<file path="src/vga_pkg.sv">
package vga_pkg;

    // red 23:16, green 15:8, blue 7:0
    typedef logic [23:0] pixel_t;

    // register offsets, bus side
    localparam logic [31:0] REG_CTRL        = 32'h0000_0000; // bit 0 display enable
    localparam logic [31:0] REG_BGCOLOR     = 32'h0000_0004;
    localparam logic [31:0] REG_FRAME_COUNT = 32'h0000_0008; // read only

    // paddr[31] selects the frame buffer, word index from bit 2 up
    localparam int FB_SELECT_BIT = 31;

    // 640x480 at 25 MHz
    localparam int H_ACTIVE_DEF = 640;
    localparam int H_FRONT_DEF  = 16;
    localparam int H_SYNC_DEF   = 96;
    localparam int H_BACK_DEF   = 48;

    localparam int V_ACTIVE_DEF = 480;
    localparam int V_FRONT_DEF  = 10;
    localparam int V_SYNC_DEF   = 2;
    localparam int V_BACK_DEF   = 33;

endpackage

</file>
<file path="src/pixel_pipe.sv">
`timescale 1ns/1ps

module pixel_pipe (
    input  logic            pclk,
    input  logic            reset,
    input  logic            hsync_raw,
    input  logic            vsync_raw,
    input  logic            active,
    input  vga_pkg::pixel_t scan_data,
    input  logic            display_enable,
    input  vga_pkg::pixel_t bg_color,
    output logic [7:0]      vga_r,
    output logic [7:0]      vga_g,
    output logic [7:0]      vga_b,
    output logic            vga_hsync,
    output logic            vga_vsync,
    output logic            vga_valid
);

    vga_pkg::pixel_t pix;

    always_comb begin
        if (!active)
            pix = '0; // blanking is black
        else if (display_enable)
            pix = scan_data;
        else
            pix = bg_color;
    end

    // second stage after the timing register, lines up with scan_data
    always_ff @(posedge pclk or posedge reset) begin
        if (reset) begin
            vga_hsync <= 1'b1;
            vga_vsync <= 1'b1;
            vga_valid <= 1'b0;
            {vga_r, vga_g, vga_b} <= '0;
        end else begin
            vga_hsync <= hsync_raw;
            vga_vsync <= vsync_raw;
            vga_valid <= active;
            {vga_r, vga_g, vga_b} <= pix;
        end
    end

endmodule

</file>
<file path="config.mk">
export PLATFORM = sky130hd
export DESIGN_NAME = pixel_pipe
export DESIGN_NICKNAME = d
export VERILOG_FILES = /design/src/vga_pkg.sv /design/src/pixel_pipe.sv
export SDC_FILE = /design/constraint.sdc
export NUM_CORES = 1
export LEC_CHECK = 0
export BUFFER_PORTS_ARGS = -buffer_cell sky130_fd_sc_hd__buf_2
export CORE_AREA = 2 2 57 59
export CTS_CLUSTER_DIAMETER = 100
export DETAILED_ROUTE_END_ITERATION = 8
export DIE_AREA = 0 0 59 61
export PLACE_DENSITY = 0.73
export SLEW_MARGIN = 5
export SYNTH_ARGS = -nofsm -noshare
export SYNTH_HDL_FRONTEND = slang
export SYNTH_SLANG_ARGS = --single-unit
</file>
<file path="constraint.sdc">
create_clock -name pclk -period 1.12 [get_ports pclk]
set_input_delay 0.336 -clock pclk [delete_from_list [all_inputs] [get_ports pclk]]
set_output_delay 0.336 -clock pclk [all_outputs]
set_load 0.01 [all_outputs]
</file>
==> impl_metrics.yaml <==
yosys:
  syn_area_sq_um: 1130
  yosysTopAreaCellShare_pct: 55.3
  avgSynthCellArea_sq_um: 14.0
  yosysUniqueCellTypes: 8
  synth_common_cells: "dfrtp_1, mux2i_1, nor2b_1"
  synth.yosys.warnings: 0
  synth-seq-area-share_pct: 60.0
  synth_nets: 135
  synthCells: 81
  synth_flop_cell: "dfrtp_1"
  synth_edf_count: 0
  synth.area.top_cells: "dfrtp_1, mux2i_1, nor2b_1, dfstp_2, buf_12"
  synthArstFlopShare_pct: 100
  synth-seq-cells: 27
  synth_most_common_cell: "dfrtp_1"
  yosys.area.top_type: "dfrtp_1"
route:
  vias: 883
  finalWirelength_um: 2440
  drc: 0
  drtIter0Drc: 9
  drtPass1Iterations: 4
  viasPerCell: 4.51
  antenna_left: 0
  wire_per_inst_um: 12.4
sta:
  worst_slew_pin_slew_ns: 0.316
  setup_violations: 27
  slew_viol_final: 0
  finalHoldViolations: 0
  tns_ns: -1.35
  clock.fmax_mhz: 772
  slew_headroom_pct: 78.9
  rsz0062_at_grt: "true"
  period_minus_slack_ns: 1.29
  setup_ws_ns: -0.175
  post-route-period-util_pct: 116
setup_path:
  cpMaxStageDelayCell: "dfstp_2"
  crit_fanout: 1
  cp_data_arrival_time_ns: 0.96
  crit_path_cell_trace: "buf_6"
  critPathCaptureType: "output port"
  critPathTopFamily: "flip-flops"
  cp.required_ns: 0.78
  critPathKind: "reg -> out"
  setup.worst_path.start_class: "flip-flop"
  slowest_delay_ns: 0.56
  cp-startpoint: "vga_hsync"
  crit_buf_inv: 1
finish:
  diodes: 0
  n_fill_cell: 276
  fin_util_pct: 54.8
  areaGrowthSynthToFinish_pct: 43.1
  nets: 218
  layout-drive-gt1-share_pct: 54.0
power_and_ir_drop:
  p_leak_nw: 0.925
  switching_share_pct: 24.0
  p_sw_w: 0.000433
  pwr_density_cell_nw_per_um2: 1110
  clockPowerShare_pct: 21.8
  combPwrFrac_pct: 19.8
  seqPwrFrac_pct: 58.4
  p_int_w: 0.00137
  ir_worst_vdd_mv: 0.395
cts:
  h-tree-depth: 1
  hold_buffers: 0
  cts_tree: "done"
  cts_inserted_buffers: 3
  cts.sinks: 27
  path_clk_slew_ns: 0.14
  cts_root_buf: "clkbuf_4"
  cts_setup_buffers: 0
  cts_buffer_depth: 2
floorplanning:
  start_util_pct: 38.3
  pin_count: 81
  die_h_um: 61
  core_sq_um: 2950
  die_w_um: 59
  dieArea_sq_um: 3600
  rows: 20
flow_run:
  max-cap-violations: 0
global_route:
  grt_pass1_vias: 918
  grt_pass1_wl_um: 3870
  antenna_found_initial: 0
  grt_overflow: 0
  track_usage_pct: 14.5
  grt_max_degree: 28
placement:
  io_buffers: 80
  dp.final_hpwl_um: 2040
  gp_congestion: 0.685
run_status:
  failed_checks: "negative setup slack"
  outcome: "complete, but fails checks"
worst_hold_path:
  hold_class: "in -> async"
-- per-stage QoR --
step / cells / setup slack [ns] / hold slack (ns) / instance area (sq um) / total power [W]
finish: 196 / -0.175 / 0.0300 / 1620 / 0.00180
global route: 196 / -0.216 / 0.0308 / 1620 / 0.00191
CTS: 196 / -0.191 / 0.0305 / 1610 / 0.00183
detailed placement: 192 / 0.0833 / 0.382 / 1570 / 0.00143
global placement: 192 / 0.0898 / 0.371 / 1570 / 0.00142
floorplan: 81 / 0.191 / 0.340 / 1130 / 0.00125
-- layout by cell type, fill, tap and decap left out --
| master | count |
|---|---|
| buf_12 | 3 |
| buf_2 | 77 |
| buf_6 | 3 |
| clkbuf_1 | 1 |
| clkbuf_4 | 3 |
| dfrtp_1 | 25 |
| dfstp_2 | 2 |
| inv_1 | 1 |
| mux2i_1 | 24 |
| nor2b_1 | 24 |
-- timing repair --
| action | in CTS | in global routing |
|---|---|---|
| resized for setup | 2 | 1 |
| endpoints found under the setup margin | 27 | 27 |
| cloned | 0 | 0 |
-- area by class of cell --
type	count	area [sq um]	area share (%)
Clock buffer	4	26.3	1.62
Multi-Input combinational cell	48	390	24.1
Tap cell	33	41.3	2.55
Sequential cell	27	678	41.9
Inverter	1	3.75	0.232
Timing Repair Buffer	83	479	29.6
-- tightest hold or removal path, cell delays in order --
cell and delay [ns]:
buf_2 0.09, inv_1 0.09, buf_12 0.19
-- power groups by stage --
| stage | combinational [W] | sequential (W) | clock [W] |
|---|---|---|---|
| final | 0.000357 | 0.00105 | 0.000394 |
| after global routing | 0.000393 | 0.00106 | 0.000457 |
| after CTS | 0.000363 | 0.00105 | 0.000418 |
| after detailed placement | 0.000359 | 0.00107 | 0 |
| after global placement | 0.000348 | 0.00107 | 0 |
| after floorplan | 0.000144 | 0.00111 | 0 |
-- registers in the layout, indices dropped and copies added (netlist names) --
signal	cells
vga_b	8
vga_g	8
vga_r	8
vga_hsync	1
vga_valid	1
vga_vsync	1
-- worst paths after layout --
check	endpoint	slack (ns)	depth (start not counted)
setup / recovery	vga_hsync	-0.17	1
max in group asynchronous	vga_hsync	0.87	3
hold / removal	vga_b[7]	0.03	3
min in group pclk	vga_vsync	0.10	1
-- logic make-up after synthesis --
group | count (synthesis) | synth area share [%]
flip-flops | 27 | 60.0
multiplexers | 24 | 21.2
AND/OR/NAND/NOR | 24 | 13.3
buffers and inverters | 6 | 5.53
-- metal layers --
metal	global-route usage (%)	vias to the layer above	part of all wire, %
met1	14.3	431	33
li1	-	427	-
met4	6.82	0	1.1
met2	29.8	23	62
met3	1.49	2	3.0
met5	0	-	0
No activity file was read; power rests on OpenSTA's default activity.
