File: config.mk
export PLATFORM = sky130hd
export DESIGN_NAME = apb_reg_bank
export DESIGN_NICKNAME = d
export VERILOG_FILES = /design/src/vga_pkg.sv /design/src/apb_reg_bank.sv
export SDC_FILE = /design/constraint.sdc
export NUM_CORES = 1
export LEC_CHECK = 0
export BUFFER_PORTS_ARGS = -buffer_cell sky130_fd_sc_hd__buf_2
export CAP_MARGIN = 10
export CORE_MARGIN = 5
export CORE_UTILIZATION = 35
export CTS_CLUSTER_DIAMETER = 150
export DETAILED_ROUTE_END_ITERATION = 8
export PLACE_DENSITY = 0.68
export RECOVER_POWER = 50
export SYNTH_ARGS = -nofsm -noshare
export SYNTH_HDL_FRONTEND = slang
export SYNTH_SLANG_ARGS = --single-unit
File: constraint.sdc
create_clock -name pclk -period 5.4 [get_ports pclk]
set_input_delay 1.08 -clock pclk [delete_from_list [all_inputs] [get_ports pclk]]
set_output_delay 1.08 -clock pclk [all_outputs]
set_load 0.01 [all_outputs]
File: src/vga_pkg.sv
package vga_pkg;

    // red 23:16, green 15:8, blue 7:0
    typedef logic [23:0] pixel_t;

    // register offsets, bus side
    localparam logic [31:0] REG_CTRL        = 32'h0000_0000; // bit 0 display enable
    localparam logic [31:0] REG_BGCOLOR     = 32'h0000_0004;
    localparam logic [31:0] REG_FRAME_COUNT = 32'h0000_0008; // read only

    // paddr[31] selects the frame buffer, word index from bit 2 up
    localparam int FB_SELECT_BIT = 31;

    // 640x480 at 25 MHz
    localparam int H_ACTIVE_DEF = 640;
    localparam int H_FRONT_DEF  = 16;
    localparam int H_SYNC_DEF   = 96;
    localparam int H_BACK_DEF   = 48;

    localparam int V_ACTIVE_DEF = 480;
    localparam int V_FRONT_DEF  = 10;
    localparam int V_SYNC_DEF   = 2;
    localparam int V_BACK_DEF   = 33;

endpackage

File: src/apb_reg_bank.sv
`timescale 1ns/1ps

module apb_reg_bank #(
    parameter int  fb_depth = vga_pkg::H_ACTIVE_DEF * vga_pkg::V_ACTIVE_DEF,
    localparam int aw       = $clog2(fb_depth)
) (
    input  logic            pclk,
    input  logic            reset,
    input  logic [31:0]     paddr,
    input  logic            psel,
    input  logic            penable,
    input  logic [2:0]      pprot,     // accepted, not decoded
    input  logic            pwrite,
    input  logic [31:0]     pwdata,
    input  logic [3:0]      pstrb,
    output logic            pready,
    output logic [31:0]     prdata,
    output logic            pslverr,
    input  logic            frame_start,
    output logic            display_enable,
    output vga_pkg::pixel_t bg_color,
    output logic            wr_en,
    output logic [aw-1:0]   wr_addr,
    output vga_pkg::pixel_t wr_data,
    output logic [2:0]      wr_strb,
    output logic [aw-1:0]   rd_addr,
    input  vga_pkg::pixel_t rd_data
);

    logic        access;
    logic        fb_sel;
    logic [28:0] fb_index;
    logic        fb_ok;
    logic        hit_ctrl;
    logic        hit_bg;
    logic        hit_cnt;
    logic        err;
    logic        fb_rd;
    logic        rd_pending;
    logic [31:0] frame_count;
    logic [31:0] rdata;

    assign access   = psel && penable;
    assign fb_sel   = paddr[vga_pkg::FB_SELECT_BIT];
    assign fb_index = paddr[30:2];
    assign fb_ok    = fb_index < fb_depth;
    assign hit_ctrl = !fb_sel && (paddr == vga_pkg::REG_CTRL);
    assign hit_bg   = !fb_sel && (paddr == vga_pkg::REG_BGCOLOR);
    assign hit_cnt  = !fb_sel && (paddr == vga_pkg::REG_FRAME_COUNT);

    // count register is read only
    assign err   = fb_sel ? !fb_ok : !(hit_ctrl || hit_bg || (hit_cnt && !pwrite));
    assign fb_rd = fb_sel && fb_ok && !pwrite;

    // one wait state for pixel reads only
    assign pready  = access && (!fb_rd || rd_pending);
    assign pslverr = pready && err;
    assign prdata  = (pready && !err && !pwrite) ? rdata : 32'h0;

    always_comb begin
        if (fb_sel)
            rdata = {8'h00, rd_data};
        else if (hit_ctrl)
            rdata = {31'h0, display_enable};
        else if (hit_bg)
            rdata = {8'h00, bg_color};
        else
            rdata = frame_count;
    end

    assign wr_en   = access && pwrite && fb_sel && fb_ok;
    assign wr_addr = fb_index[aw-1:0];
    assign wr_data = pwdata[23:0];
    assign wr_strb = pstrb[2:0];
    assign rd_addr = fb_index[aw-1:0];

    always_ff @(posedge pclk or posedge reset) begin
        if (reset)
            rd_pending <= 1'b0;
        else
            rd_pending <= access && fb_rd && !rd_pending;
    end

    always_ff @(posedge pclk or posedge reset) begin
        if (reset) begin
            display_enable <= 1'b0;
            bg_color       <= '0;
        end else if (access && pwrite) begin
            if (hit_ctrl && pstrb[0])
                display_enable <= pwdata[0];
            if (hit_bg) begin
                for (int i = 0; i < 3; i++) begin
                    if (pstrb[i])
                        bg_color[i*8 +: 8] <= pwdata[i*8 +: 8];
                end
            end
        end
    end

    always_ff @(posedge pclk or posedge reset) begin
        if (reset)
            frame_count <= '0;
        else if (frame_start)
            frame_count <= frame_count + 1'b1;
    end

endmodule

==> flow_summary_export.csv <==
group,metric,value,unit
route,routedWlPerCell,16.8,um
timing,drv_slew,59,
placement,hpwl,8.39,mm
die,rows,36,
cts,clockBufferDepth,2,
cts,cts_tree,"built",
worst_setup_path,cpMaxStageDelayCell,"o31a_1",
cells_and_area,syn_to_final_growth,24.8,%
worst_setup_path,startpoint_type,"primary input",
timing,setup-tns-final,0,ps
global_routing,grt_max_degree,59,
cts,numCtsBuffers,9,
route,drt_pre_antenna_iters,6,
cts,root_buffer,"clkbuf_8",
timing,fin_crit,4440,ps
power_and_ir_drop,p_leak,2.24,nW
worst_setup_path,critPathMaxFanout,36,
global_routing,grt_pass1_vias,3161,
power_and_ir_drop,total_power,0.00105,W
die,die_area,12100,um2
synthesis,postSynthAreaPerCell,10.1,um2
timing,fmax,0.225,GHz
route,routed_wl,10.6,mm
timing,period_share,82.3,%
timing,skew,9.31,ps
run_status,violations,"capacitance limit, slew limit",
cells_and_area,fin_util,44.8,%
worst_setup_path,cp-end-kind,"output pin",
cts,htreeDepth,3,
power_and_ir_drop,ir_drop,153,uV
timing,rsz0062_at_grt,"false",
synthesis,ys_ff_latch,58,
timing,hold_viol_final,0,
cells_and_area,drive_above_1_share,46.4,%
cells_and_area,diodes,0,
worst_setup_path,cpLargestDelayFamily,"compound AO/OA/AOI/OAI gates",
global_routing,grt_usage,16.7,%
route,drt_iter0_markers,229,
cts,hold_buffers,0,
synthesis,synth_cells,346,
route,routed-via-count,3228,
run_status,outcome,"complete, but fails checks",
run,drv_cap,1,
global_routing,antenna_found_initial,0,
cts,cts.repair.resized,0,
cells_and_area,fin_cells,631,
synthesis,synth_area,3510,um2
timing,worstMarginPinSlew,3140,ps
worst_setup_path,cpPeakStageDelay,800,ps
worst_setup_path,crit_type,"primary input to output pin",
timing,setup_viol,0,
placement,dp_cells,617,
die,core,9770,um2
die,num_io_pins,226,
route,drc,0,
worst_setup_path,path_cells,"buf_2 > nor4_1 > nand4_1 > o31a_1 > a222oi_1 > nor2_1 > buf_2",
route,routed_via_density,5.12,
global_routing,grt_first_pass_wirelength,15.6,mm
timing,slew_headroom,-109,%
worst_setup_path,cp.arrival,3360,ps
die,die_width,110,um
synthesis,ys_warn_count,0,
worst_hold_path,worstHoldPathType,"flip-flop to flip-flop",
die,die_y,110,um
placement,port_buffers,213,
cts,cts.sinks,58,
power_and_ir_drop,p_per_area,240,nW/um2
cts,post_cts_buffers,0,
placement,place.gp.congestion,0.757,
global_routing,overflow,0,
synthesis,syn_nets,448,
cells_and_area,fin_nets,597,
synthesis,ys_seq_area_share,41.3,%
cts,clkLatencyLatePin,320,ps
die,start_util,35.9,%
worst_setup_path,cp_num_buf_inv,2,
route,antenna_left,0,
cts,clk_pin_slew,60,ps
timing,timing.hold.ws,474,ps
worst_setup_path,required,4320,ps
synthesis,ys_types,31,
worst_setup_path,path_common_cell,"buf_2",
## layout make-up
type	count	area [um2]
multi-input combinational	206	1510
inverter	3	11.3
clock buffer	11	151
fill	997	5390
tap	133	166
sequential	58	1450
timing repair buffer	217	1050
clock inverter	3	40.0
## cells by family after synthesis
kind of cell | Yosys count | share of synthesized area [%]
AO/OA/AOI/OAI | 32 | 8.30
XOR/XNOR | 31 | 7.73
adder cells (fa/ha/maj) | 1 | 0.356
buffers and inverters | 82 | 15.8
flip-flops | 58 | 41.3
multiplexers | 27 | 8.66
AND/OR/NAND/NOR | 115 | 17.8
## sequential cells by signal (all words and copies together) (netlist names)
register and cells:
bg_color 24, display_enable 1, frame_count 32, rd_pending 1
## synthesized netlist by cell type (all sizes together)
cell / instances / share of area [%]
a211o: 1 / 0.25
nand3: 16 / 2.7
nand4: 13 / 2.3
nor3: 3 / 0.43
a31oi: 1 / 0.18
buf: 68 / 14
xor2: 10 / 2.5
and2: 2 / 0.36
and3b: 1 / 0.25
xnor2: 21 / 5.2
o21ai: 1 / 0.14
o31a: 1 / 0.25
nor4: 9 / 2.0
a211oi: 2 / 0.43
inv: 3 / 0.32
nand3b: 1 / 0.21
nand2: 15 / 1.6
clkbuf: 11 / 1.2
ha: 1 / 0.36
a21oi: 2 / 0.29
and4: 3 / 0.75
and3: 6 / 1.1
dfrtp: 58 / 41
nor4b: 8 / 2.0
a222oi: 23 / 6.6
a21o: 1 / 0.21
nor2: 38 / 4.1
mux2: 27 / 8.7
## cells in the final DEF (no fill, tap or decap), types with 6 or more instances in the layout
master    Yosys  final
a222oi_1     23     23
nor2_1       38     38
nand3_1      13     13
xor2_1       10     10
buf_2         3    182
nor4_1        8      8
xnor2_1      21     21
nand2_1      15     15
clkbuf_8      0     11
nand4_1      13     13
and3_1        6      6
mux2_2       27     27
clkbuf_1     11     32
dfrtp_1      58     58
nor4b_1       8      8
## per-layer routing
layer | vias up | track usage [%] | wire, um
met4 | 0 | 5.10 | 174
met1 | 1565 | 18.8 | 4070
met5 | - | 0 | 0
li1 | 1491 | - | -
met2 | 164 | 30.5 | 5320
met3 | 8 | 4.60 | 1040
## worst paths after layout
path / startpoint / endpoint / slack, ps / cells past startpoint
min: frame_count[31] / frame_count[31] / 470 / 1
min reg2reg: frame_count[31] / frame_count[31] / 470 / 1
max reg2reg: frame_count[11] / frame_count[29] / 3270 / 5
max in group asynchronous: reset / bg_color[3] / 1720 / 3
max: paddr[31] / prdata[5] / 960 / 7
min in group asynchronous: reset / bg_color[18] / 1920 / 3
## stage by stage
| step | cell area [um2] | setup WS (ps) |
|---|---|---|
| after global placement | 4230 | 944 |
| after CTS | 4420 | 895 |
| after detailed placement | 4230 | 900 |
| after global routing | 4380 | 740 |
| after floorplan | 3510 | 1520 |
| final | 4380 | 957 |
## where the power goes
group	switching (W)	leakage (nW)	internal, W	total (W)
clock network	0.000164	0.101	0.000232	0.000396
registers	0.0000364	0.799	0.000459	0.000496
logic	0.0000836	1.34	0.0000786	0.000162
(Power assumes the default switching activity.)
