$ cat config.mk
export PLATFORM = sky130hd
export DESIGN_NAME = vga_timing
export DESIGN_NICKNAME = d
export VERILOG_FILES = /design/src/vga_pkg.sv /design/src/vga_timing.sv
export SDC_FILE = /design/constraint.sdc
export NUM_CORES = 1
export LEC_CHECK = 0
export ABC_CLOCK_PERIOD_IN_PS = 1770
export BUFFER_PORTS_ARGS = -buffer_cell sky130_fd_sc_hd__buf_2
export CAP_MARGIN = 15
export CORE_MARGIN = 2
export CORE_UTILIZATION = 30
export CTS_CLUSTER_DIAMETER = 120
export DETAILED_ROUTE_END_ITERATION = 8
export GPL_ROUTABILITY_DRIVEN = 0
export PLACE_DENSITY_LB_ADDON = 0.15
export SKIP_CTS_REPAIR_TIMING = 1
export SLEW_MARGIN = 20
export SYNTH_ARGS = -nofsm -noshare
export SYNTH_HDL_FRONTEND = slang
export SYNTH_SLANG_ARGS = --single-unit
$ cat constraint.sdc
create_clock -name pclk -period 1.77 [get_ports pclk]
set_input_delay 0.4425 -clock pclk [delete_from_list [all_inputs] [get_ports pclk]]
set_output_delay 0.4425 -clock pclk [all_outputs]
set_load 0.05 [all_outputs]
$ cat src/vga_pkg.sv
package vga_pkg;

    // red 23:16, green 15:8, blue 7:0
    typedef logic [23:0] pixel_t;

    // register offsets, bus side
    localparam logic [31:0] REG_CTRL        = 32'h0000_0000; // bit 0 display enable
    localparam logic [31:0] REG_BGCOLOR     = 32'h0000_0004;
    localparam logic [31:0] REG_FRAME_COUNT = 32'h0000_0008; // read only

    // paddr[31] selects the frame buffer, word index from bit 2 up
    localparam int FB_SELECT_BIT = 31;

    // 640x480 at 25 MHz
    localparam int H_ACTIVE_DEF = 640;
    localparam int H_FRONT_DEF  = 16;
    localparam int H_SYNC_DEF   = 96;
    localparam int H_BACK_DEF   = 48;

    localparam int V_ACTIVE_DEF = 480;
    localparam int V_FRONT_DEF  = 10;
    localparam int V_SYNC_DEF   = 2;
    localparam int V_BACK_DEF   = 33;

endpackage

$ cat src/vga_timing.sv
`timescale 1ns/1ps

module vga_timing #(
    parameter int h_active = vga_pkg::H_ACTIVE_DEF,
    parameter int h_front  = vga_pkg::H_FRONT_DEF,
    parameter int h_sync   = vga_pkg::H_SYNC_DEF,
    parameter int h_back   = vga_pkg::H_BACK_DEF,
    parameter int v_active = vga_pkg::V_ACTIVE_DEF,
    parameter int v_front  = vga_pkg::V_FRONT_DEF,
    parameter int v_sync   = vga_pkg::V_SYNC_DEF,
    parameter int v_back   = vga_pkg::V_BACK_DEF,
    localparam int aw      = $clog2(h_active * v_active)
) (
    input  logic          pclk,
    input  logic          reset,
    output logic          hsync_raw,
    output logic          vsync_raw,
    output logic          active,
    output logic          frame_start,
    output logic [aw-1:0] scan_addr
);

    // line layout: sync, back porch, active, front porch
    localparam int h_total = h_sync + h_back + h_active + h_front;
    localparam int v_total = v_sync + v_back + v_active + v_front;
    localparam int h_start = h_sync + h_back;
    localparam int v_start = v_sync + v_back;
    localparam int hw      = $clog2(h_total);
    localparam int vw      = $clog2(v_total);

    logic [hw-1:0] h_cnt;
    logic [vw-1:0] v_cnt;
    logic          h_act;
    logic          v_act;
    logic          origin;

    assign h_act  = (h_cnt >= h_start) && (h_cnt < h_start + h_active);
    assign v_act  = (v_cnt >= v_start) && (v_cnt < v_start + v_active);
    assign origin = (h_cnt == '0) && (v_cnt == '0);

    always_ff @(posedge pclk or posedge reset) begin
        if (reset) begin
            h_cnt <= '0;
            v_cnt <= '0;
        end else if (h_cnt == hw'(h_total - 1)) begin
            h_cnt <= '0;
            if (v_cnt == vw'(v_total - 1))
                v_cnt <= '0;
            else
                v_cnt <= v_cnt + 1'b1;
        end else begin
            h_cnt <= h_cnt + 1'b1;
        end
    end

    // scan address tracks the counters, memory read supplies the lag
    always_ff @(posedge pclk or posedge reset) begin
        if (reset)
            scan_addr <= '0;
        else if (origin)
            scan_addr <= '0;
        else if (h_act && v_act)
            scan_addr <= scan_addr + 1'b1; // no multiply needed
    end

    always_ff @(posedge pclk or posedge reset) begin
        if (reset) begin
            hsync_raw   <= 1'b1;
            vsync_raw   <= 1'b1;
            active      <= 1'b0;
            frame_start <= 1'b0;
        end else begin
            hsync_raw   <= !(h_cnt < h_sync); // active low
            vsync_raw   <= !(v_cnt < v_sync);
            active      <= h_act && v_act;
            frame_start <= origin;
        end
    end

endmodule

==> results of run 1 <==
## layout make-up
class                      instances  area [um2]  share of cell area (%)
multi-input combinational        154        1292                   40.19
sequential                        43        1087                   33.81
inverter                          12       50.05                   1.556
timing repair buffer              72       561.8                   17.47
clock buffer                       8       100.1                   3.113
tap                               99       123.9                   3.852
## kinds of logic after synthesis
family,after synthesis,share of synthesized area (%)
and+or+nand+nor,93,23.35
xor gates and xnor gates,20,7.601
AOI/OAI and AO/OA,26,10.97
buffers and inverters,21,4.180
DFF,43,46.80
adders and majority gates,5,2.714
muxes,10,4.398
## metal layers
metal / vias to the layer above / GRT usage [%] / part of all wire [%]
met1: 870 / 16.88 / 47
met4: 0 / 4.167 / 1.8
met3: 10 / 2.958 / 3.2
li1: 914 / - / -
met2: 27 / 19.36 / 47
met5: - / 0 / 0
## worst register-to-register path, delay by kind of cell, from the launching register on
kind            cells  cell delay, ns
simple gates        3            0.42
xor+xnor            1            0.17
compound gates      1            0.29
fa+ha+maj           1            0.21
buf+inv             2            0.30
flops               1            0.39
## through the flow
| stage | TNS (ns) | area [um2] |
|---|---|---|
| 2_1_floorplan | -0.4667 | 2346 |
| 3_3_place_gp | -1.414 | 2885 |
| 3_5_place_dp | -1.800 | 2885 |
| 4_1_cts | -2.119 | 2985 |
| 5_1_grt | -3.153 | 3216 |
| 6_report | -1.170 | 3216 |
## Yosys cell counts, types with 2 or more instances
master | number | area (um2)
dfrtp_1 | 41 | 1026
nor2_1 | 13 | 48.80
xnor2_1 | 17 | 148.9
o21ai_1 | 4 | 20.02
buf_2 | 5 | 25.02
nor3_1 | 3 | 15.01
inv_1 | 11 | 41.29
dfstp_2 | 2 | 52.55
and3_1 | 3 | 18.77
nand2_1 | 22 | 82.58
nor2_2 | 6 | 37.54
or3_1 | 3 | 18.77
nor4_1 | 4 | 25.02
a211oi_2 | 2 | 25.02
a2111oi_2 | 6 | 90.09
a21oi_1 | 4 | 20.02
nand4_1 | 11 | 68.82
clkbuf_1 | 2 | 7.510
nand3_1 | 12 | 60.06
ha_1 | 5 | 62.56
xor2_1 | 3 | 26.28
and4_1 | 4 | 35.03
mux2i_1 | 9 | 90.09
## worst paths after layout
kind / startpoint / to / cells past startpoint
min in group pclk: scan_addr[5] / scan_addr[5] / 1
max in group asynchronous: reset / scan_addr[7] / 3
worst max register to register: v_cnt[0] / scan_addr[11] / 8
worst min-delay path: reset / v_cnt[6] / 2
worst min register to register: scan_addr[5] / scan_addr[5] / 1
worst max-delay path: v_cnt[0] / scan_addr[11] / 8
## state kept, by name, summed over array words and instances, names as in the netlist
name         flops
scan_addr       19
h_cnt           10
v_cnt           10
active           1
frame_start      1
hsync_raw        1
vsync_raw        1
## power groups by stage
| stage | sequential [mW] | clock (mW) | combinational, mW |
|---|---|---|---|
| 2_1_floorplan | 1.00 | 0 | 0.0144 |
| 3_3_place_gp | 1.00 | 0 | 0.0279 |
| 3_5_place_dp | 1.00 | 0 | 0.0283 |
| 4_1_cts | 0.982 | 0.736 | 0.0283 |
| 5_1_grt | 0.982 | 0.765 | 0.0306 |
| 6_report | 0.981 | 0.701 | 0.0257 |
==> impl_metrics.tcl, run 1 <==
set metrics [dict create \
    dp_hpwl_um 3480 \
    dieArea_mm2 0.008400 \
    io_buffers 24 \
    slowest_delay_ns 0.39 \
    leakagePower_nw 1.479 \
    avgSynthCellArea_um2 10.57 \
    wirelength_um 5156 \
    p_sw_uw 364.4 \
    pwr-share-seq_pct 57.5 \
    num_vias 1821 \
    slew_headroom_pct 65.37 \
    netlist_area_mm2 0.002305 \
    crit_type "register to register" \
    cp_slowest_cell "dfrtp_1" \
    final_hold_viol_count 0 \
    combinationalPowerShare_pct 1.5 \
    period_needed_ns 1.890 \
    grt_pass1_wl_um 8459 \
    seq_area_frac_synth_pct 46.80 \
    diodes 0 \
    async_flop_share_pct 100.0 \
    synth.distinct_cells 49 \
    numCtsBuffers 5 \
    whs_ns 0.1041 \
    overflow 0 \
    crit_chain "ha_2, nor4_4, nand4b_4, buf_12, buf_4, a2111oi_4, xnor2_1, nor2_2" \
    instances_no_fill 388 \
    ant_nets 0 \
    netlist_instances 218 \
    post_drt_wl_per_cell_um 13.29 \
    antenna_found_initial 0 \
    coreArea_mm2 0.007331 \
    die_w_um 91.65 \
    ios 25 \
    clock_sinks 43 \
    violations "setup timing" \
    fill_cells 712 \
    h-tree-depth 2 \
    p_int_mw 1.343 \
    area_growth_syn_to_layout_pct 39.52 \
    arrival_ns 2.08 \
    synth_edf_count 0 \
    grt_use_total_pct 12.41 \
    syn-num-nets 225 \
    layout_commonest_cell "buf_4" \
    timing.fmax_mhz 529.0 \
    drcViolationCount 0 \
    ff2ff_setup_slack_ns -0.12 \
    max_cap_viol_count 0 \
    worstSetupStartpointType "register" \
    grt_max_degree 32 \
    yosysWarnings 0 \
    dpl_worst_slack_ns -0.1566 \
    num-nets-final 295 \
    cp_max_fo 4 \
    power_density_mw_per_mm2 531.1 \
    power.total_mw 1.708 \
    switching_share_pct 21.33 \
    clockRootBuffer "clkbuf_8" \
    drt_pass1_iterations 4 \
    hold_class "input port to asynchronous set/reset pin" \
    fin_ws_ns -0.1204 \
    drtIter0Drc 44 \
    skew_ns 0.006130 \
    final_layout_size_suffix_gt1_share_pct 44.98 \
    tightest_slew_ns 0.5162 \
    utilization_pct 43.86 \
    rsz0062_at_grt "yes" \
    slew_viol_final 0 \
    first_global_vias 1805 \
    vdd_drop_max_uv 281.1 \
    cp-end-kind "register" \
    timing.final.crit_share_pct 106.8 \
    final_cell_mix "buf_4 (38), dfrtp_1 (34), buf_2 (24), nand2_1 (17), xnor2_1 (15)" \
    setup_viol 18 \
    worstPathRequired_ns 1.96 \
    vias_per_cell 4.693 \
    die_h_um 91.65 \
    path_clk_slew_ns 0.09 \
    synthFlopType "dfrtp_1" \
    initial_core_util_pct 31.44 \
    crit_family "simple AND/OR/NAND/NOR gates" \
    cp_num_buf_inv 2 \
    num_rows 31 \
    ys_ff_latch 43 \
    cts_tree "built" \
    clockBufferDepth 2 \
    status "finished, violations left" \
    power.clock.fraction_pct 41.0 \
    dp_cells 372 \
    clkLatencyLatePin_ns 0.30 \
]
Power figures use the tool's default switching activity.
==> inputs of run 2 (changes only) <==
--- a/config.mk
+++ b/config.mk
@@ -8,6 +8,7 @@
 export ABC_CLOCK_PERIOD_IN_PS = 1770
 export BUFFER_PORTS_ARGS = -buffer_cell sky130_fd_sc_hd__buf_2
 export CAP_MARGIN = 15
+export CORE_ASPECT_RATIO = 1.25
 export CORE_MARGIN = 2
 export CORE_UTILIZATION = 30
 export CTS_CLUSTER_DIAMETER = 120
==> run 2 against run 1 <==
  * The flow still finishes with violations (setup timing)
  * Clock power increased by 34%
  * Clock skew up 0.00072 ns
  * Critical path depth decreased by 1
  * Critical path type unchanged
  * Largest cell class unchanged
  * Largest power group unchanged
==> impl_metrics.tcl, run 2 (synthesized netlist as in run 1, its figures left out) <==
set metrics [dict create \
    power.clock.fraction_pct 48.2 \
    cp_slowest_cell "dfrtp_1" \
    final_hold_viol_count 0 \
    cp_max_fo 9 \
    num-nets-final 294 \
    max_cap_viol_count 0 \
    r2r_end "scan_addr[16]" \
    slowest_delay_ns 0.39 \
    drtIter0Drc 31 \
    rsz0062_at_grt "yes" \
    slew_viol_final 0 \
    fin_setup_tns_ns -1.070 \
    grt_max_degree 44 \
    rr_worst_depth 7 \
    cts_tree "built" \
    overflow 0 \
    switching_share_pct 20.25 \
    r2r_start "v_cnt[0]" \
    dieArea_mm2 0.008404 \
    post_drt_wl_per_cell_um 13.17 \
    worstPathRequired_ns 2.00 \
    crit_type "register to register" \
    ant_nets 0 \
    h-tree-depth 2 \
    layout_commonest_cell "buf_4" \
    dp_cells 362 \
    clock_sinks 43 \
    pwr-share-seq_pct 50.5 \
    power.total_mw 1.944 \
    wirelength_um 5006 \
    crit_family "simple AND/OR/NAND/NOR gates" \
    cp_num_buf_inv 1 \
    tightest_slew_ns 0.3181 \
    power_density_mw_per_mm2 609.0 \
    ff2ff_setup_slack_ns -0.14 \
    coreArea_mm2 0.007401 \
    combinationalPowerShare_pct 1.3 \
    p_sw_uw 393.6 \
    skew_ns 0.006846 \
    p_int_mw 1.550 \
    worstSetupStartpointType "register" \
    cp_num_cells 7 \
    num_vias 1863 \
    num_rows 35 \
    clockRootBuffer "clkbuf_8" \
    vdd_drop_max_uv 349.1 \
    leakagePower_nw 1.466 \
    path_clk_slew_ns 0.09 \
    largest_register_ffs 19 \
    arrival_ns 2.14 \
    dp_hpwl_um 3536 \
    diodes 0 \
    grt_use_total_pct 13.06 \
    final_layout_size_suffix_gt1_share_pct 43.75 \
    die_w_um 82.40 \
    crit_chain "ha_2, nor4_4, nand4b_4, buf_12, a211oi_4, and2b_1, mux2i_1" \
    area_growth_syn_to_layout_pct 38.49 \
    numCtsBuffers 5 \
    status "finished, violations left" \
    vias_per_cell 4.903 \
    setup_viol 21 \
    dpl_worst_slack_ns -0.1917 \
    instances_no_fill 380 \
    largest_register "scan_addr" \
    initial_core_util_pct 31.14 \
    grt_pass1_wl_um 8411 \
    io_buffers 24 \
    ios 25 \
    timing.fmax_mhz 522.9 \
    first_global_vias 1780 \
    hold_class "input port to asynchronous set/reset pin" \
    clockBufferDepth 2 \
    timing.final.crit_share_pct 108.1 \
    drcViolationCount 0 \
    fin_ws_ns -0.1425 \
    drt_pass1_iterations 4 \
    die_h_um 102.0 \
    clkLatencyLatePin_ns 0.30 \
    antenna_found_initial 0 \
    violations "setup timing" \
    period_needed_ns 1.913 \
    cp-end-kind "register" \
    slew_headroom_pct 78.49 \
    final_cell_mix "buf_4 (39), dfrtp_1 (33), buf_2 (24), nand2_1 (19), xnor2_1 (17)" \
    reg_top3 "scan_addr x19, h_cnt x10, v_cnt x10" \
]
run 2: tightest hold or removal path, stage by stage:
cell and delay, ns:
buf_2 0.10, clkinv_1 0.06, buf_12 0.24
run 2: power by group through the flow:
stage               Clock [mW]  Combinational [mW]  Sequential, mW
global route              1.01              0.0314           0.982
detailed placement           0              0.0287            1.00
global placement             0              0.0286            1.00
finish                   0.937              0.0256           0.982
floorplan                    0              0.0144            1.00
CTS                      0.970              0.0286           0.982
run 2: worst max path at each step:
stage,start,endpoint,slack [ns]
final,v_cnt[0],scan_addr[16],-0.14
after global routing,v_cnt[6],scan_addr[12],-0.24
after floorplan,v_cnt[0],scan_addr[13],-0.07
after CTS,v_cnt[0],scan_addr[16],-0.21
after global placement,v_cnt[0],scan_addr[16],-0.12
after detailed placement,v_cnt[0],scan_addr[16],-0.19
run 2: layout make-up:
class | instances | area (um2)
inverters | 12 | 47.55
fillers | 726 | 4209
well taps | 92 | 115.1
clock buffers | 5 | 68.82
multi-input cells | 154 | 1257
flip-flops and latches | 43 | 1089
clock inverters | 3 | 67.56
repair buffers | 71 | 546.8
run 2: metal layers:
| layer | up-vias | global-route usage (%) | routed length, um | part of all wire, % |
|---|---|---|---|---|
| met3 | 5 | 2.385 | 115 | 2.3 |
| li1 | 910 | - | - | - |
| met1 | 928 | 16.21 | 2268 | 45 |
| met4 | 0 | 5.769 | 90 | 1.8 |
| met5 | - | 0 | 0 | 0 |
| met2 | 20 | 21.84 | 2531 | 51 |
run 2: per-stage QoR:
step	hold WS [ns]	util, %	area (um2)
after floorplan	0.4756	-	2346
after global placement	0.4732	38.56	2854
after detailed placement	0.4766	38.56	2854
after CTS	0.1658	40.41	2990
after global routing	0.1828	43.13	3192
final	0.1609	43.13	3192
==> inputs of run 3 (changes only) <==
--- a/config.mk
+++ b/config.mk
@@ -5,6 +5,7 @@
 export SDC_FILE = /design/constraint.sdc
 export NUM_CORES = 1
 export LEC_CHECK = 0
+export ABC_AREA = 1
 export ABC_CLOCK_PERIOD_IN_PS = 1770
 export BUFFER_PORTS_ARGS = -buffer_cell sky130_fd_sc_hd__buf_2
 export CAP_MARGIN = 15
==> run 3 against run 2 <==
  * Utilization shrank 7.7 points
  * Clock power down 34%
  * Highest routed layer unchanged
  * The run now ends clean
  * Die area grew 17%
  * Routed wire length up 20%
  * Power decreased by 17%
  * Design area decreased by 3.0%
==> impl_metrics.tcl, run 3 <==
set metrics [dict create \
    status "completed" \
    yosysWarnings 0 \
    largest_register_ffs 19 \
    area_growth_syn_to_layout_pct 14.21 \
    grt_pass1_wl_um 10810 \
    r2r_end "scan_addr[16]" \
    drt_pass1_iterations 4 \
    h-tree-depth 2 \
    slew_viol_final 0 \
    antenna_found_initial 0 \
    reg_top3 "scan_addr x19, h_cnt x10, v_cnt x10" \
    num-nets-final 399 \
    period_needed_ns 1.631 \
    drtIter0Drc 76 \
    num_vias 2308 \
    crit_chain "inv_1, ha_1, nand2_1, nor2_2, nand4_4, buf_4, nand3_1, nand2_1" \
    clockBufferDepth 2 \
    cp-end-kind "register" \
    vias_per_cell 4.499 \
    multiInputGateArea_mm2 0.001420 \
    hold_class "input port to asynchronous set/reset pin" \
    coreArea_mm2 0.008748 \
    wirelength_um 6024 \
    syn-num-nets 364 \
    die_h_um 110.3 \
    setup_viol 0 \
    crit_type "register to register" \
    instances_no_fill 513 \
    worstPathRequired_ns 1.95 \
    rsz0062_at_grt "yes" \
    regArea_mm2 0.001081 \
    dp_hpwl_um 4555 \
    clock_sinks 43 \
    num_rows 38 \
    numCtsBuffers 5 \
    die_w_um 89.03 \
    path_clk_slew_ns 0.09 \
    timing.final.crit_share_pct 92.14 \
    timing.fmax_mhz 613.2 \
    netlist_instances 357 \
    cp_max_fo 17 \
    tightest_slew_ns 0.3349 \
    rr_worst_depth 8 \
    leakagePower_nw 1.572 \
    fin_ws_ns 0.1392 \
    cts_tree "built" \
    grt_use_total_pct 13.78 \
    arrival_ns 1.81 \
    grt_max_degree 44 \
    cp_num_buf_inv 2 \
    worstSetupStartpointType "register" \
    crit_top_cell "nand2_1" \
    io_buffers 24 \
    avgSynthCellArea_um2 7.595 \
    diodes 0 \
    final_hold_viol_count 0 \
    vdd_drop_max_uv 309.1 \
    synthTopCellsByArea "dfrtp_1 (38%), nand2_1 (13%), nand3_1 (7.2%)" \
    seq_area_frac_synth_pct 39.78 \
    drcViolationCount 0 \
    netlist_area_mm2 0.002711 \
    final_layout_size_suffix_gt1_share_pct 20.61 \
    slew_headroom_pct 77.47 \
    clockRootBuffer "clkbuf_8" \
    dieArea_mm2 0.009819 \
    first_global_vias 2351 \
    place_area_mm2 0.002992 \
    clkLatencyLatePin_ns 0.29 \
    synth_most_common_cell "nand2_1" \
    post_drt_wl_per_cell_um 11.74 \
    skew_ns 0.01003 \
    cp_slowest_cell "dfrtp_1" \
    synth.distinct_cells 28 \
    overflow 0 \
    r2r_start "v_cnt[0]" \
    yosys-top-cells-count "nand2_1 (97), nor2_1 (49), dfrtp_1 (41)" \
    max_cap_viol_count 0 \
    slowest_delay_ns 0.43 \
    layout_commonest_cell "nand2_1" \
    ff2ff_setup_slack_ns 0.14 \
    synth_top_cell_area_share_pct 37.84 \
    dpl_worst_slack_ns 0.1058 \
    dp_cells 504 \
    largest_register "scan_addr" \
    synth_edf_count 0 \
    final_cell_mix "nand2_1 (97), nor2_1 (49), nand3_1 (39), dfrtp_1 (39), inv_1 (34)" \
    fill_cells 973 \
    finish.instance_area_mm2 0.003097 \
    power_density_mw_per_mm2 523.6 \
    ys_ff_latch 43 \
    async_flop_share_pct 100.0 \
    synth_largest_area_cell "dfrtp_1" \
    ios 25 \
    utilization_pct 35.40 \
    initial_core_util_pct 30.99 \
    power.total_mw 1.621 \
    synthFlopType "dfrtp_1" \
    crit_family "simple AND/OR/NAND/NOR gates" \
    ant_nets 0 \
]
run 3: cell types whose count changed after synthesis, sizes merged, moves of 6 or more:
cell / delta
nand2: +80
nand3: +38
xnor2: -16
mux2i: -9
a2111oi: -6
inv: +26
nor2: +43
xor2: +14
run 3: logic make-up after synthesis:
logic type / share of synthesized area (%)
AND/OR/NAND/NOR: 40.42
buffers and inverters: 8.214
flip-flops: 39.78
XOR/XNOR: 5.814
AO/OA/AOI/OAI: 3.461
adder cells (fa/ha/maj): 2.307
run 3: metal layers:
layer	share of wire (%)	vias up	global-route usage [%]	wire, um
met5	0	-	0	0
met4	1.1	0	3.518	66
met3	2.3	6	2.010	141
met2	51	25	24.31	3045
met1	46	1082	17.55	2770
li1	-	1195	-	-
run 3: power breakdown:
part / internal (mW) / switching, mW / leakage (nW) / total, mW
registers: 0.982 / 0 / 0.576 / 0.982
logic: 0.00569 / 0.0201 / 0.954 / 0.0258
clock network: 0.278 / 0.336 / 0.0422 / 0.614
total: 1.26 / 0.357 / 1.57 / 1.62
run 3: layout make-up:
type / instances / area share [%]
Clock buffer: 7 / 2.465
Clock inverter: 1 / 0.1616
Inverter: 38 / 4.687
Multi-Input combinational cell: 269 / 45.86
Sequential cell: 43 / 34.91
Tap cell: 120 / 4.848
Timing Repair Buffer: 35 / 7.071
run 3: how the worst max path moves through the flow:
stage                             from       endpoint  cells past startpoint
after floorplan           scan_addr[0]  scan_addr[16]                      8
after global placement        v_cnt[0]  scan_addr[16]                      9
after detailed placement      h_cnt[0]       v_cnt[8]                      9
after CTS                     v_cnt[0]   scan_addr[6]                      9
after global routing          v_cnt[0]   scan_addr[6]                      9
final                         v_cnt[0]  scan_addr[16]                      8
run 3: metrics by stage:
step	TNS [ns]	hold WS [ns]
2_1_floorplan	0	0.4510
3_3_place_gp	0	0.4776
3_5_place_dp	0	0.4794
4_1_cts	0	0.1676
5_1_grt	-0.02281	0.1859
6_report	0	0.1695
run 3: worst min-delay path, stage by stage:
cell	delay, ns
buf_2	0.10
inv_2	0.06
buf_12	0.24
